--- src/design/video_pkg.sv ---
package video_pkg;

    // Default frame size of the camera image on the tracking path
    localparam int HRES_DEFAULT = 320;
    localparam int VRES_DEFAULT = 180;

    // Pixel coordinate widths, wide enough for a full 720p raster
    localparam int HCOUNT_W = 11;
    localparam int VCOUNT_W = 10;

    // Field widths inside one RGB565 camera word
    localparam int RED_W   = 5;
    localparam int GREEN_W = 6;
    localparam int BLUE_W  = 5;

    localparam int CHANNEL_W = 8; // Expanded color channel and luma

    typedef logic [HCOUNT_W-1:0] hcount_t;
    typedef logic [VCOUNT_W-1:0] vcount_t;

    // Red in the top bits, blue in the bottom bits
    typedef logic [RED_W+GREEN_W+BLUE_W-1:0] rgb565_t;

    typedef logic [CHANNEL_W-1:0] channel_t;

endpackage

--- src/design/track_pkg.sv ---
package track_pkg;

    // Luma approximation (2R + 5G + B) / 8, cheap in adders
    localparam int LUMA_R_WEIGHT = 2;
    localparam int LUMA_G_WEIGHT = 5;
    localparam int LUMA_B_WEIGHT = 1;
    localparam int LUMA_SHIFT    = 3;

    // Per-frame coordinate sums
    localparam int SUM_W = 32;

    // Masked pixel count, covers a full 320x180 frame with margin
    localparam int COUNT_W = 20;

    typedef logic [COUNT_W-1:0] count_t;

    // Crosshair drawn over the centroid, packed as {red, green, blue}
    localparam logic [23:0] CROSSHAIR_COLOR = 24'h00_FF_00;

endpackage

--- src/design/pixel_decode.sv ---
module pixel_decode (
    input  logic                clk_pixel,
    input  logic                recent_reset,
    input  logic                pixel_valid_i,
    input  video_pkg::rgb565_t  pixel_data_i,
    input  video_pkg::hcount_t  hcount_i,
    input  video_pkg::vcount_t  vcount_i,
    output logic                dec_valid_o,
    output video_pkg::channel_t red_o,
    output video_pkg::channel_t green_o,
    output video_pkg::channel_t blue_o,
    output video_pkg::channel_t luma_o,
    output video_pkg::hcount_t  hcount_o,
    output video_pkg::vcount_t  vcount_o
);

    localparam int RED_W      = video_pkg::RED_W;
    localparam int GREEN_W    = video_pkg::GREEN_W;
    localparam int BLUE_W     = video_pkg::BLUE_W;
    localparam int CHANNEL_W  = video_pkg::CHANNEL_W;
    localparam int LUMA_SUM_W = 12; // Largest weighted sum is 2004

    video_pkg::channel_t   red_x;
    video_pkg::channel_t   green_x;
    video_pkg::channel_t   blue_x;
    logic [LUMA_SUM_W-1:0] luma_sum;

    always_comb begin
        // Low bits padded with zeros, as on the display side
        red_x   = video_pkg::channel_t'(pixel_data_i[RED_W+GREEN_W+BLUE_W-1 -: RED_W])
                  << (CHANNEL_W - RED_W);
        green_x = video_pkg::channel_t'(pixel_data_i[GREEN_W+BLUE_W-1 -: GREEN_W])
                  << (CHANNEL_W - GREEN_W);
        blue_x  = video_pkg::channel_t'(pixel_data_i[BLUE_W-1:0]) << (CHANNEL_W - BLUE_W);
        luma_sum = LUMA_SUM_W'(track_pkg::LUMA_R_WEIGHT * red_x
                             + track_pkg::LUMA_G_WEIGHT * green_x
                             + track_pkg::LUMA_B_WEIGHT * blue_x);
    end

    always_ff @(posedge clk_pixel) begin
        if (recent_reset) begin
            dec_valid_o <= 1'b0;
        end else begin
            dec_valid_o <= pixel_valid_i;
        end
    end

    always_ff @(posedge clk_pixel) begin
        red_o    <= red_x;
        green_o  <= green_x;
        blue_o   <= blue_x;
        luma_o   <= video_pkg::channel_t'(luma_sum >> track_pkg::LUMA_SHIFT);
        hcount_o <= hcount_i;
        vcount_o <= vcount_i;
    end

endmodule

--- src/design/centroid_divider.sv ---
module centroid_divider (
    input  logic                       clk_pixel,
    input  logic                       recent_reset,
    input  logic                       start_i,
    input  logic [track_pkg::SUM_W-1:0] dividend_i,
    input  track_pkg::count_t          divisor_i,
    output logic                       busy_o,
    output logic                       done_o,
    output logic [track_pkg::SUM_W-1:0] quotient_o
);

    localparam int SUM_W   = track_pkg::SUM_W;
    localparam int COUNT_W = track_pkg::COUNT_W;
    localparam int STEP_W  = $clog2(SUM_W + 1);

    logic [STEP_W-1:0]  steps_left;  // Quotient bits still to resolve
    logic [COUNT_W-1:0] rem_q;       // Partial remainder, always below the divisor
    logic [SUM_W-1:0]   quot_q;      // Dividend shifts out as quotient shifts in
    track_pkg::count_t  divisor_q;
    logic [COUNT_W:0]   trial;
    logic [COUNT_W:0]   diff;
    logic               fits;
    logic               load;

    assign load = start_i && !busy_o;

    always_comb begin
        trial = {rem_q, quot_q[SUM_W-1]};
        diff  = trial - {1'b0, divisor_q};
        fits  = trial >= {1'b0, divisor_q};
    end

    // One step per quotient bit, then one more cycle for done
    always_ff @(posedge clk_pixel) begin
        if (recent_reset) begin
            busy_o     <= 1'b0;
            done_o     <= 1'b0;
            steps_left <= '0;
        end else begin
            done_o <= 1'b0;
            if (load) begin
                busy_o     <= 1'b1;
                steps_left <= STEP_W'(SUM_W);
            end else if (busy_o) begin
                if (steps_left == '0) begin
                    busy_o <= 1'b0;
                    done_o <= 1'b1;
                end else begin
                    steps_left <= steps_left - 1'b1;
                end
            end
        end
    end

    always_ff @(posedge clk_pixel) begin
        if (load) begin
            rem_q     <= '0;
            quot_q    <= dividend_i;
            divisor_q <= divisor_i;
        end else if (busy_o && steps_left != '0) begin
            rem_q  <= fits ? diff[COUNT_W-1:0] : trial[COUNT_W-1:0]; // Restore on miss
            quot_q <= {quot_q[SUM_W-2:0], fits};
        end
    end

    assign quotient_o = quot_q;

endmodule

--- src/design/blob_centroid.sv ---
module blob_centroid #(
    parameter int HRES = video_pkg::HRES_DEFAULT,
    parameter int VRES = video_pkg::VRES_DEFAULT
) (
    input  logic                clk_pixel,
    input  logic                recent_reset,
    input  logic                dec_valid_i,
    input  video_pkg::channel_t luma_i,
    input  video_pkg::hcount_t  hcount_i,
    input  video_pkg::vcount_t  vcount_i,
    input  video_pkg::channel_t lower_threshold_i,
    input  video_pkg::channel_t upper_threshold_i,
    output logic                mask_o,
    output logic                centroid_valid_o,
    output video_pkg::hcount_t  centroid_x_o,
    output video_pkg::vcount_t  centroid_y_o,
    output logic                have_centroid_o
);

    localparam int SUM_W = track_pkg::SUM_W;
    localparam video_pkg::hcount_t LAST_H = video_pkg::hcount_t'(HRES - 1);
    localparam video_pkg::vcount_t LAST_V = video_pkg::vcount_t'(VRES - 1);

    logic [SUM_W-1:0]  sum_x, sum_y;
    logic [SUM_W-1:0]  sum_x_next, sum_y_next;
    track_pkg::count_t pix_count, count_next;
    logic [SUM_W-1:0]  total_x, total_y; // Frame totals handed to the dividers
    track_pkg::count_t total_n;
    logic              hit;
    logic              frame_end;
    logic              div_idle;
    logic              div_start;
    logic              busy_x, busy_y;
    logic              done_x, done_y;
    logic              both_done;        // Both dividers run the same number of steps
    logic [SUM_W-1:0]  quot_x, quot_y;

    assign mask_o    = (luma_i > lower_threshold_i) && (luma_i <= upper_threshold_i);
    assign hit       = dec_valid_i && mask_o;
    assign frame_end = dec_valid_i && (hcount_i == LAST_H) && (vcount_i == LAST_V);
    assign div_idle  = !div_start && !busy_x && !busy_y;
    assign both_done = done_x && done_y;

    // The last pixel of the frame still counts
    always_comb begin
        sum_x_next = sum_x + (hit ? SUM_W'(hcount_i) : '0);
        sum_y_next = sum_y + (hit ? SUM_W'(vcount_i) : '0);
        count_next = pix_count + track_pkg::count_t'(hit);
    end

    always_ff @(posedge clk_pixel) begin
        if (recent_reset) begin
            sum_x     <= '0;
            sum_y     <= '0;
            pix_count <= '0;
            div_start <= 1'b0;
        end else begin
            div_start <= 1'b0;
            if (frame_end) begin
                sum_x     <= '0;
                sum_y     <= '0;
                pix_count <= '0;
                div_start <= (count_next != '0) && div_idle; // Empty frame keeps old centroid
            end else if (hit) begin
                sum_x     <= sum_x_next;
                sum_y     <= sum_y_next;
                pix_count <= count_next;
            end
        end
    end

    always_ff @(posedge clk_pixel) begin
        if (frame_end && div_idle) begin
            total_x <= sum_x_next;
            total_y <= sum_y_next;
            total_n <= count_next;
        end
    end

    centroid_divider div_x (
        .clk_pixel    (clk_pixel),
        .recent_reset (recent_reset),
        .start_i      (div_start),
        .dividend_i   (total_x),
        .divisor_i    (total_n),
        .busy_o       (busy_x),
        .done_o       (done_x),
        .quotient_o   (quot_x)
    );

    centroid_divider div_y (
        .clk_pixel    (clk_pixel),
        .recent_reset (recent_reset),
        .start_i      (div_start),
        .dividend_i   (total_y),
        .divisor_i    (total_n),
        .busy_o       (busy_y),
        .done_o       (done_y),
        .quotient_o   (quot_y)
    );

    always_ff @(posedge clk_pixel) begin
        if (recent_reset) begin
            centroid_valid_o <= 1'b0;
            have_centroid_o  <= 1'b0;
        end else begin
            centroid_valid_o <= both_done;
            if (both_done) begin
                have_centroid_o <= 1'b1;
            end
        end
    end

    // Mean of a coordinate never exceeds the coordinate range
    always_ff @(posedge clk_pixel) begin
        if (both_done) begin
            centroid_x_o <= video_pkg::hcount_t'(quot_x);
            centroid_y_o <= video_pkg::vcount_t'(quot_y);
        end
    end

endmodule

--- src/design/overlay_compose.sv ---
module overlay_compose (
    input  logic                clk_pixel,
    input  logic                recent_reset,
    input  logic                dec_valid_i,
    input  video_pkg::channel_t red_i,
    input  video_pkg::channel_t green_i,
    input  video_pkg::channel_t blue_i,
    input  video_pkg::hcount_t  hcount_i,
    input  video_pkg::vcount_t  vcount_i,
    input  logic                mask_i,
    input  logic                mask_view_i,
    input  logic                have_centroid_i,
    input  video_pkg::hcount_t  centroid_x_i,
    input  video_pkg::vcount_t  centroid_y_i,
    output logic                pixel_valid_o,
    output video_pkg::channel_t red_o,
    output video_pkg::channel_t green_o,
    output video_pkg::channel_t blue_o
);

    localparam int RGB_W = 3 * video_pkg::CHANNEL_W;

    logic             on_cross;
    logic [RGB_W-1:0] color_next; // Packed as {red, green, blue}

    always_comb begin
        on_cross = have_centroid_i
                   && ((hcount_i == centroid_x_i) || (vcount_i == centroid_y_i));
        if (on_cross) begin
            color_next = track_pkg::CROSSHAIR_COLOR;
        end else if (mask_view_i) begin
            color_next = mask_i ? '1 : '0; // White blob on black
        end else begin
            color_next = {red_i, green_i, blue_i};
        end
    end

    always_ff @(posedge clk_pixel) begin
        if (recent_reset) begin
            pixel_valid_o <= 1'b0;
        end else begin
            pixel_valid_o <= dec_valid_i;
        end
    end

    always_ff @(posedge clk_pixel) begin
        {red_o, green_o, blue_o} <= color_next;
    end

endmodule

--- src/design/juggle_tracker_top.sv ---
module juggle_tracker_top #(
    parameter int HRES = video_pkg::HRES_DEFAULT,
    parameter int VRES = video_pkg::VRES_DEFAULT
) (
    input  logic                clk_pixel,
    input  logic                recent_reset,
    input  logic                pixel_valid_i,
    input  video_pkg::rgb565_t  pixel_data_i,
    input  video_pkg::hcount_t  pixel_hcount_i,
    input  video_pkg::vcount_t  pixel_vcount_i,
    input  video_pkg::channel_t lower_threshold_i,
    input  video_pkg::channel_t upper_threshold_i,
    input  logic                mask_view_i,
    output logic                pixel_valid_o,
    output video_pkg::channel_t red_o,
    output video_pkg::channel_t green_o,
    output video_pkg::channel_t blue_o,
    output logic                centroid_valid_o,
    output video_pkg::hcount_t  centroid_x_o,
    output video_pkg::vcount_t  centroid_y_o
);

    logic                dec_valid;
    video_pkg::channel_t dec_red;
    video_pkg::channel_t dec_green;
    video_pkg::channel_t dec_blue;
    video_pkg::channel_t dec_luma;
    video_pkg::hcount_t  dec_hcount;
    video_pkg::vcount_t  dec_vcount;
    logic                mask;          // Combinational, lines up with the decoded pixel
    logic                have_centroid;

    pixel_decode u_decode (
        .clk_pixel     (clk_pixel),
        .recent_reset  (recent_reset),
        .pixel_valid_i (pixel_valid_i),
        .pixel_data_i  (pixel_data_i),
        .hcount_i      (pixel_hcount_i),
        .vcount_i      (pixel_vcount_i),
        .dec_valid_o   (dec_valid),
        .red_o         (dec_red),
        .green_o       (dec_green),
        .blue_o        (dec_blue),
        .luma_o        (dec_luma),
        .hcount_o      (dec_hcount),
        .vcount_o      (dec_vcount)
    );

    blob_centroid #(
        .HRES (HRES),
        .VRES (VRES)
    ) u_centroid (
        .clk_pixel         (clk_pixel),
        .recent_reset      (recent_reset),
        .dec_valid_i       (dec_valid),
        .luma_i            (dec_luma),
        .hcount_i          (dec_hcount),
        .vcount_i          (dec_vcount),
        .lower_threshold_i (lower_threshold_i),
        .upper_threshold_i (upper_threshold_i),
        .mask_o            (mask),
        .centroid_valid_o  (centroid_valid_o),
        .centroid_x_o      (centroid_x_o),
        .centroid_y_o      (centroid_y_o),
        .have_centroid_o   (have_centroid)
    );

    overlay_compose u_compose (
        .clk_pixel       (clk_pixel),
        .recent_reset    (recent_reset),
        .dec_valid_i     (dec_valid),
        .red_i           (dec_red),
        .green_i         (dec_green),
        .blue_i          (dec_blue),
        .hcount_i        (dec_hcount),
        .vcount_i        (dec_vcount),
        .mask_i          (mask),
        .mask_view_i     (mask_view_i),
        .have_centroid_i (have_centroid),
        .centroid_x_i    (centroid_x_o),
        .centroid_y_i    (centroid_y_o),
        .pixel_valid_o   (pixel_valid_o),
        .red_o           (red_o),
        .green_o         (green_o),
        .blue_o          (blue_o)
    );

endmodule

--- config.mk ---
export PLATFORM = sky130hd
export DESIGN_NAME = juggle_tracker_top
export DESIGN_NICKNAME = d
export VERILOG_FILES = /design/src/design/video_pkg.sv /design/src/design/track_pkg.sv /design/src/design/pixel_decode.sv /design/src/design/centroid_divider.sv /design/src/design/blob_centroid.sv /design/src/design/overlay_compose.sv /design/src/design/juggle_tracker_top.sv
export SDC_FILE = /design/constraint.sdc
export NUM_CORES = 1
export LEC_CHECK = 0
export BUFFER_PORTS_ARGS = -buffer_cell sky130_fd_sc_hd__buf_2
export CORE_MARGIN = 2
export CORE_UTILIZATION = 35
export CTS_BUF_LIST = sky130_fd_sc_hd__clkbuf_16
export CTS_CLUSTER_DIAMETER = 60
export DETAILED_ROUTE_END_ITERATION = 8
export PLACE_DENSITY = 0.58
export SLEW_MARGIN = 20
export SYNTH_ARGS = -nofsm -noshare
export SYNTH_HDL_FRONTEND = slang
export SYNTH_SLANG_ARGS = --single-unit
--- constraint.sdc ---
create_clock -name clk_pixel -period 11.4 [get_ports clk_pixel]
set_clock_uncertainty 0.1 [all_clocks]
set_input_delay 2.28 -clock clk_pixel [delete_from_list [all_inputs] [get_ports clk_pixel]]
set_output_delay 2.28 -clock clk_pixel [all_outputs]
set_load 0.05 [all_outputs]
==> reports/qor.yml <==
setup_path:
  startpoint_type: "input port"
  cp_slowest_cell: "inv_2"
  crit_family: "compound AO/OA/AOI/OAI gates"
  arrival_ps: 7670
  path_cells: "buf_2, inv_1, ha_1, nor2b_1, o211ai_1, a21oi_1, o21ai_1, o2111ai_4, buf_4, inv_2, buf_4, and2_1, ha_1, inv_1, fa_1, nor2b_1, o21a_1, o21ai_0, a211oi_1, o211ai_1, nor4_1, xnor2_1, nor2_1"
  path_buf_inv: 6
  critPathKind: "in2reg"
  path_max_fanout: 61
  rrSetupSlack_ps: 5580
  crit_path_end_kind: "flip-flop"
  critPathMaxStageDelay_ps: 530
  critPathRequiredTime_ps: 11750
clock_network:
  cts_buffers: 46
  tritoncts: "built"
  clock-sinks: 417
  clockRootBuffer: "clkbuf_16"
  worst_skew_pair.late_latency_ps: 580
  ctsResizeCount: 0
  hold_buffers: 0
  cts_setup_buffers: 0
  clk_pin_slew_ps: 60
  clock_path_buffers: 3
  htree_levels: 2
pwr:
  cellPowerDensity_nw_per_um2: 161.4
  ir_worst_vdd_uv: 197.7
  leakage_uw: 0.009528
  p_total_uw: 3670
cells_and_area:
  layout_commonest_cell: "nand2_1"
  post_route_cells_drive_above_1_share: 0.1036
  nets: 2250
  final_cells: 2882
  syn_to_final_growth_pct: 13.86
  mostFrequentLayoutCells: "nand2_1 (339), edfxtp_1 (209), dfxtp_1 (208)"
  fillCellCount: 5536
logic_synthesis:
  yosys.area_share.simple: 0.1756
  ys_warn_count: 0
  yosys.area_share.adder: 0.07141
  syn_inst: 2005
  synth_flop_cell: "edfxtp_1"
  synth_top_area_cell: "edfxtp_1"
  ys_types: 75
  synthMuxAreaShare: 0.004510
  syn_area_per_cell_sq_um: 9.963
  synth-edff-count: 209
  yosys.area.top_type_share: 0.3142
  ys_async_sr_fraction: 0
  synth.area.top_cells: "edfxtp_1 (31%), dfxtp_1 (21%), nand2_1 (6.4%)"
  synth-compound-area-share: 0.09383
  synth_top_family_by_area: "simple AND/OR/NAND/NOR gates"
  synth_area_sq_um: 19980
  ys_seq_area_frac: 0.5226
  synth_seq_cells: 417
  synth_nets: 2170
  synth_xor_area_frac: 0.08945
floorplan:
  fp.dieW_um: 242.9
  start_util: 0.3543
  die_h_um: 242.9
  die_area_sq_um: 59000
  rows: 87
  ios: 104
  core_sq_um: 56390
grt:
  track_usage: 0.1465
  grt_overflow_total: 0
  antenna_found_initial: 3
  grt_max_degree: 62
  grt_pass1_vias: 13940
  grt_pass1_wl_mm: 71.29
timing:
  max_freq_mhz: 136.6
  hold_violations: 0
  rsz0062_at_grt: "false"
  worst_pin_slew_ps: 951.4
  finalSetupViolations: 0
  min_period_over_period: 0.6423
  relSlewSlack: 0.3651
  fin_tns_setup_ps: 0
  maxSlewViolCount: 0
  min_period_ps: 7322
  setup_ws_ps: 4078
routing:
  wl_mm: 43.41
  route.detailed.drc: 0
  vias: 14010
  wl_per_cell_um: 15.06
  drtIter0Drc: 833
  viasPerCell: 4.862
  detail-route-antenna-nets: 0
  drtPass1Iterations: 5
placed_design:
  dp_worst_setup_slack_ps: 3492
  place_congestion: 0.8684
  placed_cells: 2793
  port-buffer-count: 103
  hpwl_mm: 30.01
flow_run:
  maxCapViolCount: 0
min_path:
  min_path_type: "reg2reg"
status:
  status: "complete, no violations"
[power by group]
part | internal, uW | total, uW | switching [uW]
clock | 873 | 1500 | 625
sequential | 1630 | 1670 | 44.0
combinational | 167 | 499 | 332
[final timing paths]
path | depth (start not counted) | end | startpoint
max reg2reg | 21 | u_centroid.sum_x[28] | u_decode.luma_o[1]
min | 2 | u_compose.green_o[7] | u_decode.green_o[7]
min reg2reg | 2 | u_compose.green_o[7] | u_decode.green_o[7]
max | 23 | u_centroid.sum_x[28] | upper_threshold_i[1]
[cells in the mapped netlist, types with 9 or more instances]
library cell / n
a21o_1: 18
a21oi_1: 97
a31oi_1: 10
a32oi_1: 9
and2_1: 25
and3_1: 10
buf_2: 12
clkbuf_1: 61
dfxtp_1: 208
edfxtp_1: 209
fa_1: 10
ha_1: 98
inv_1: 119
mux2i_1: 9
nand2_1: 339
nand2b_1: 23
nand3_1: 55
nand4_1: 26
nor2_1: 146
nor2b_1: 15
nor3_1: 59
nor4_1: 18
o211ai_1: 14
o21a_1: 14
o21ai_0: 68
o21bai_1: 10
or3_1: 9
xnor2_1: 98
xor2_1: 106
[registers in the layout, summed over array words and instances, names as in the netlist, 7 cells and up]
| register | count |
|---|---|
| u_decode.luma_o | 8 |
| u_centroid.div_y.rem_q | 20 |
| u_compose.green_o | 7 |
| u_decode.vcount_o | 10 |
| u_centroid.div_y.divisor_q | 20 |
| u_centroid.div_y.quotient_o | 32 |
| u_centroid.div_x.divisor_q | 20 |
| u_centroid.div_x.rem_q | 20 |
| u_centroid.total_n | 20 |
| u_centroid.pix_count | 20 |
| u_centroid.total_y | 32 |
| u_centroid.div_x.quotient_o | 32 |
| u_centroid.sum_x | 32 |
| u_centroid.centroid_y_o | 10 |
| u_centroid.total_x | 32 |
| u_centroid.sum_y | 32 |
| u_decode.hcount_o | 11 |
| u_centroid.centroid_x_o | 11 |
[metrics by stage]
stage	hold WS (ps)	instance area [sq um]	util
finish	327.9	22740	0.4034
global route	366.3	22740	0.4034
CTS	332.9	22740	0.4032
detailed placement	325.0	21200	0.3760
global placement	320.6	21200	0.3760
floorplan	315.4	19980	-
[cells by family after synthesis]
kind of cell	Yosys count
simple gates	761
flops	417
compound gates	298
buf+inv	208
xor+xnor	204
fa+ha+maj	108
mux	9
[worst reg2reg max path, cell delays in order (launching register included)]
cell and delay, ps:
dfxtp_1 320, ha_1 300, nor2b_1 150, o211ai_1 170
a21oi_1 90, o21ai_1 250, o2111ai_4 160, buf_4 360
inv_2 550, buf_4 490, and2_1 200, ha_1 190
inv_1 70, fa_1 400, nor2b_1 140, o21a_1 140
o21ai_0 130, a211oi_1 420, o211ai_1 420, nor4_1 430
xnor2_1 160, nor2_1 50
[metal layers]
metal | up-vias | share of wire | GRT usage
met5 | - | 0 | 0
met4 | 0 | 0.023 | 0.04746
met3 | 76 | 0.032 | 0.02023
met2 | 197 | 0.47 | 0.2439
met1 | 6673 | 0.47 | 0.1965
li1 | 7065 | - | -
[area by class of cell]
type,count,area (sq um),share of cell area
flip-flops and latches,417,10440,0.4590
clock buffers,47,1176,0.05171
inverters,119,447.9,0.01969
diodes,3,7.507,0.0003301
repair buffers,121,650.6,0.02861
well taps,756,945.9,0.04159
clock inverters,39,355.3,0.01562
multi-input cells,1380,8721,0.3834
Note: power is estimated with default switching activity, not from simulation.
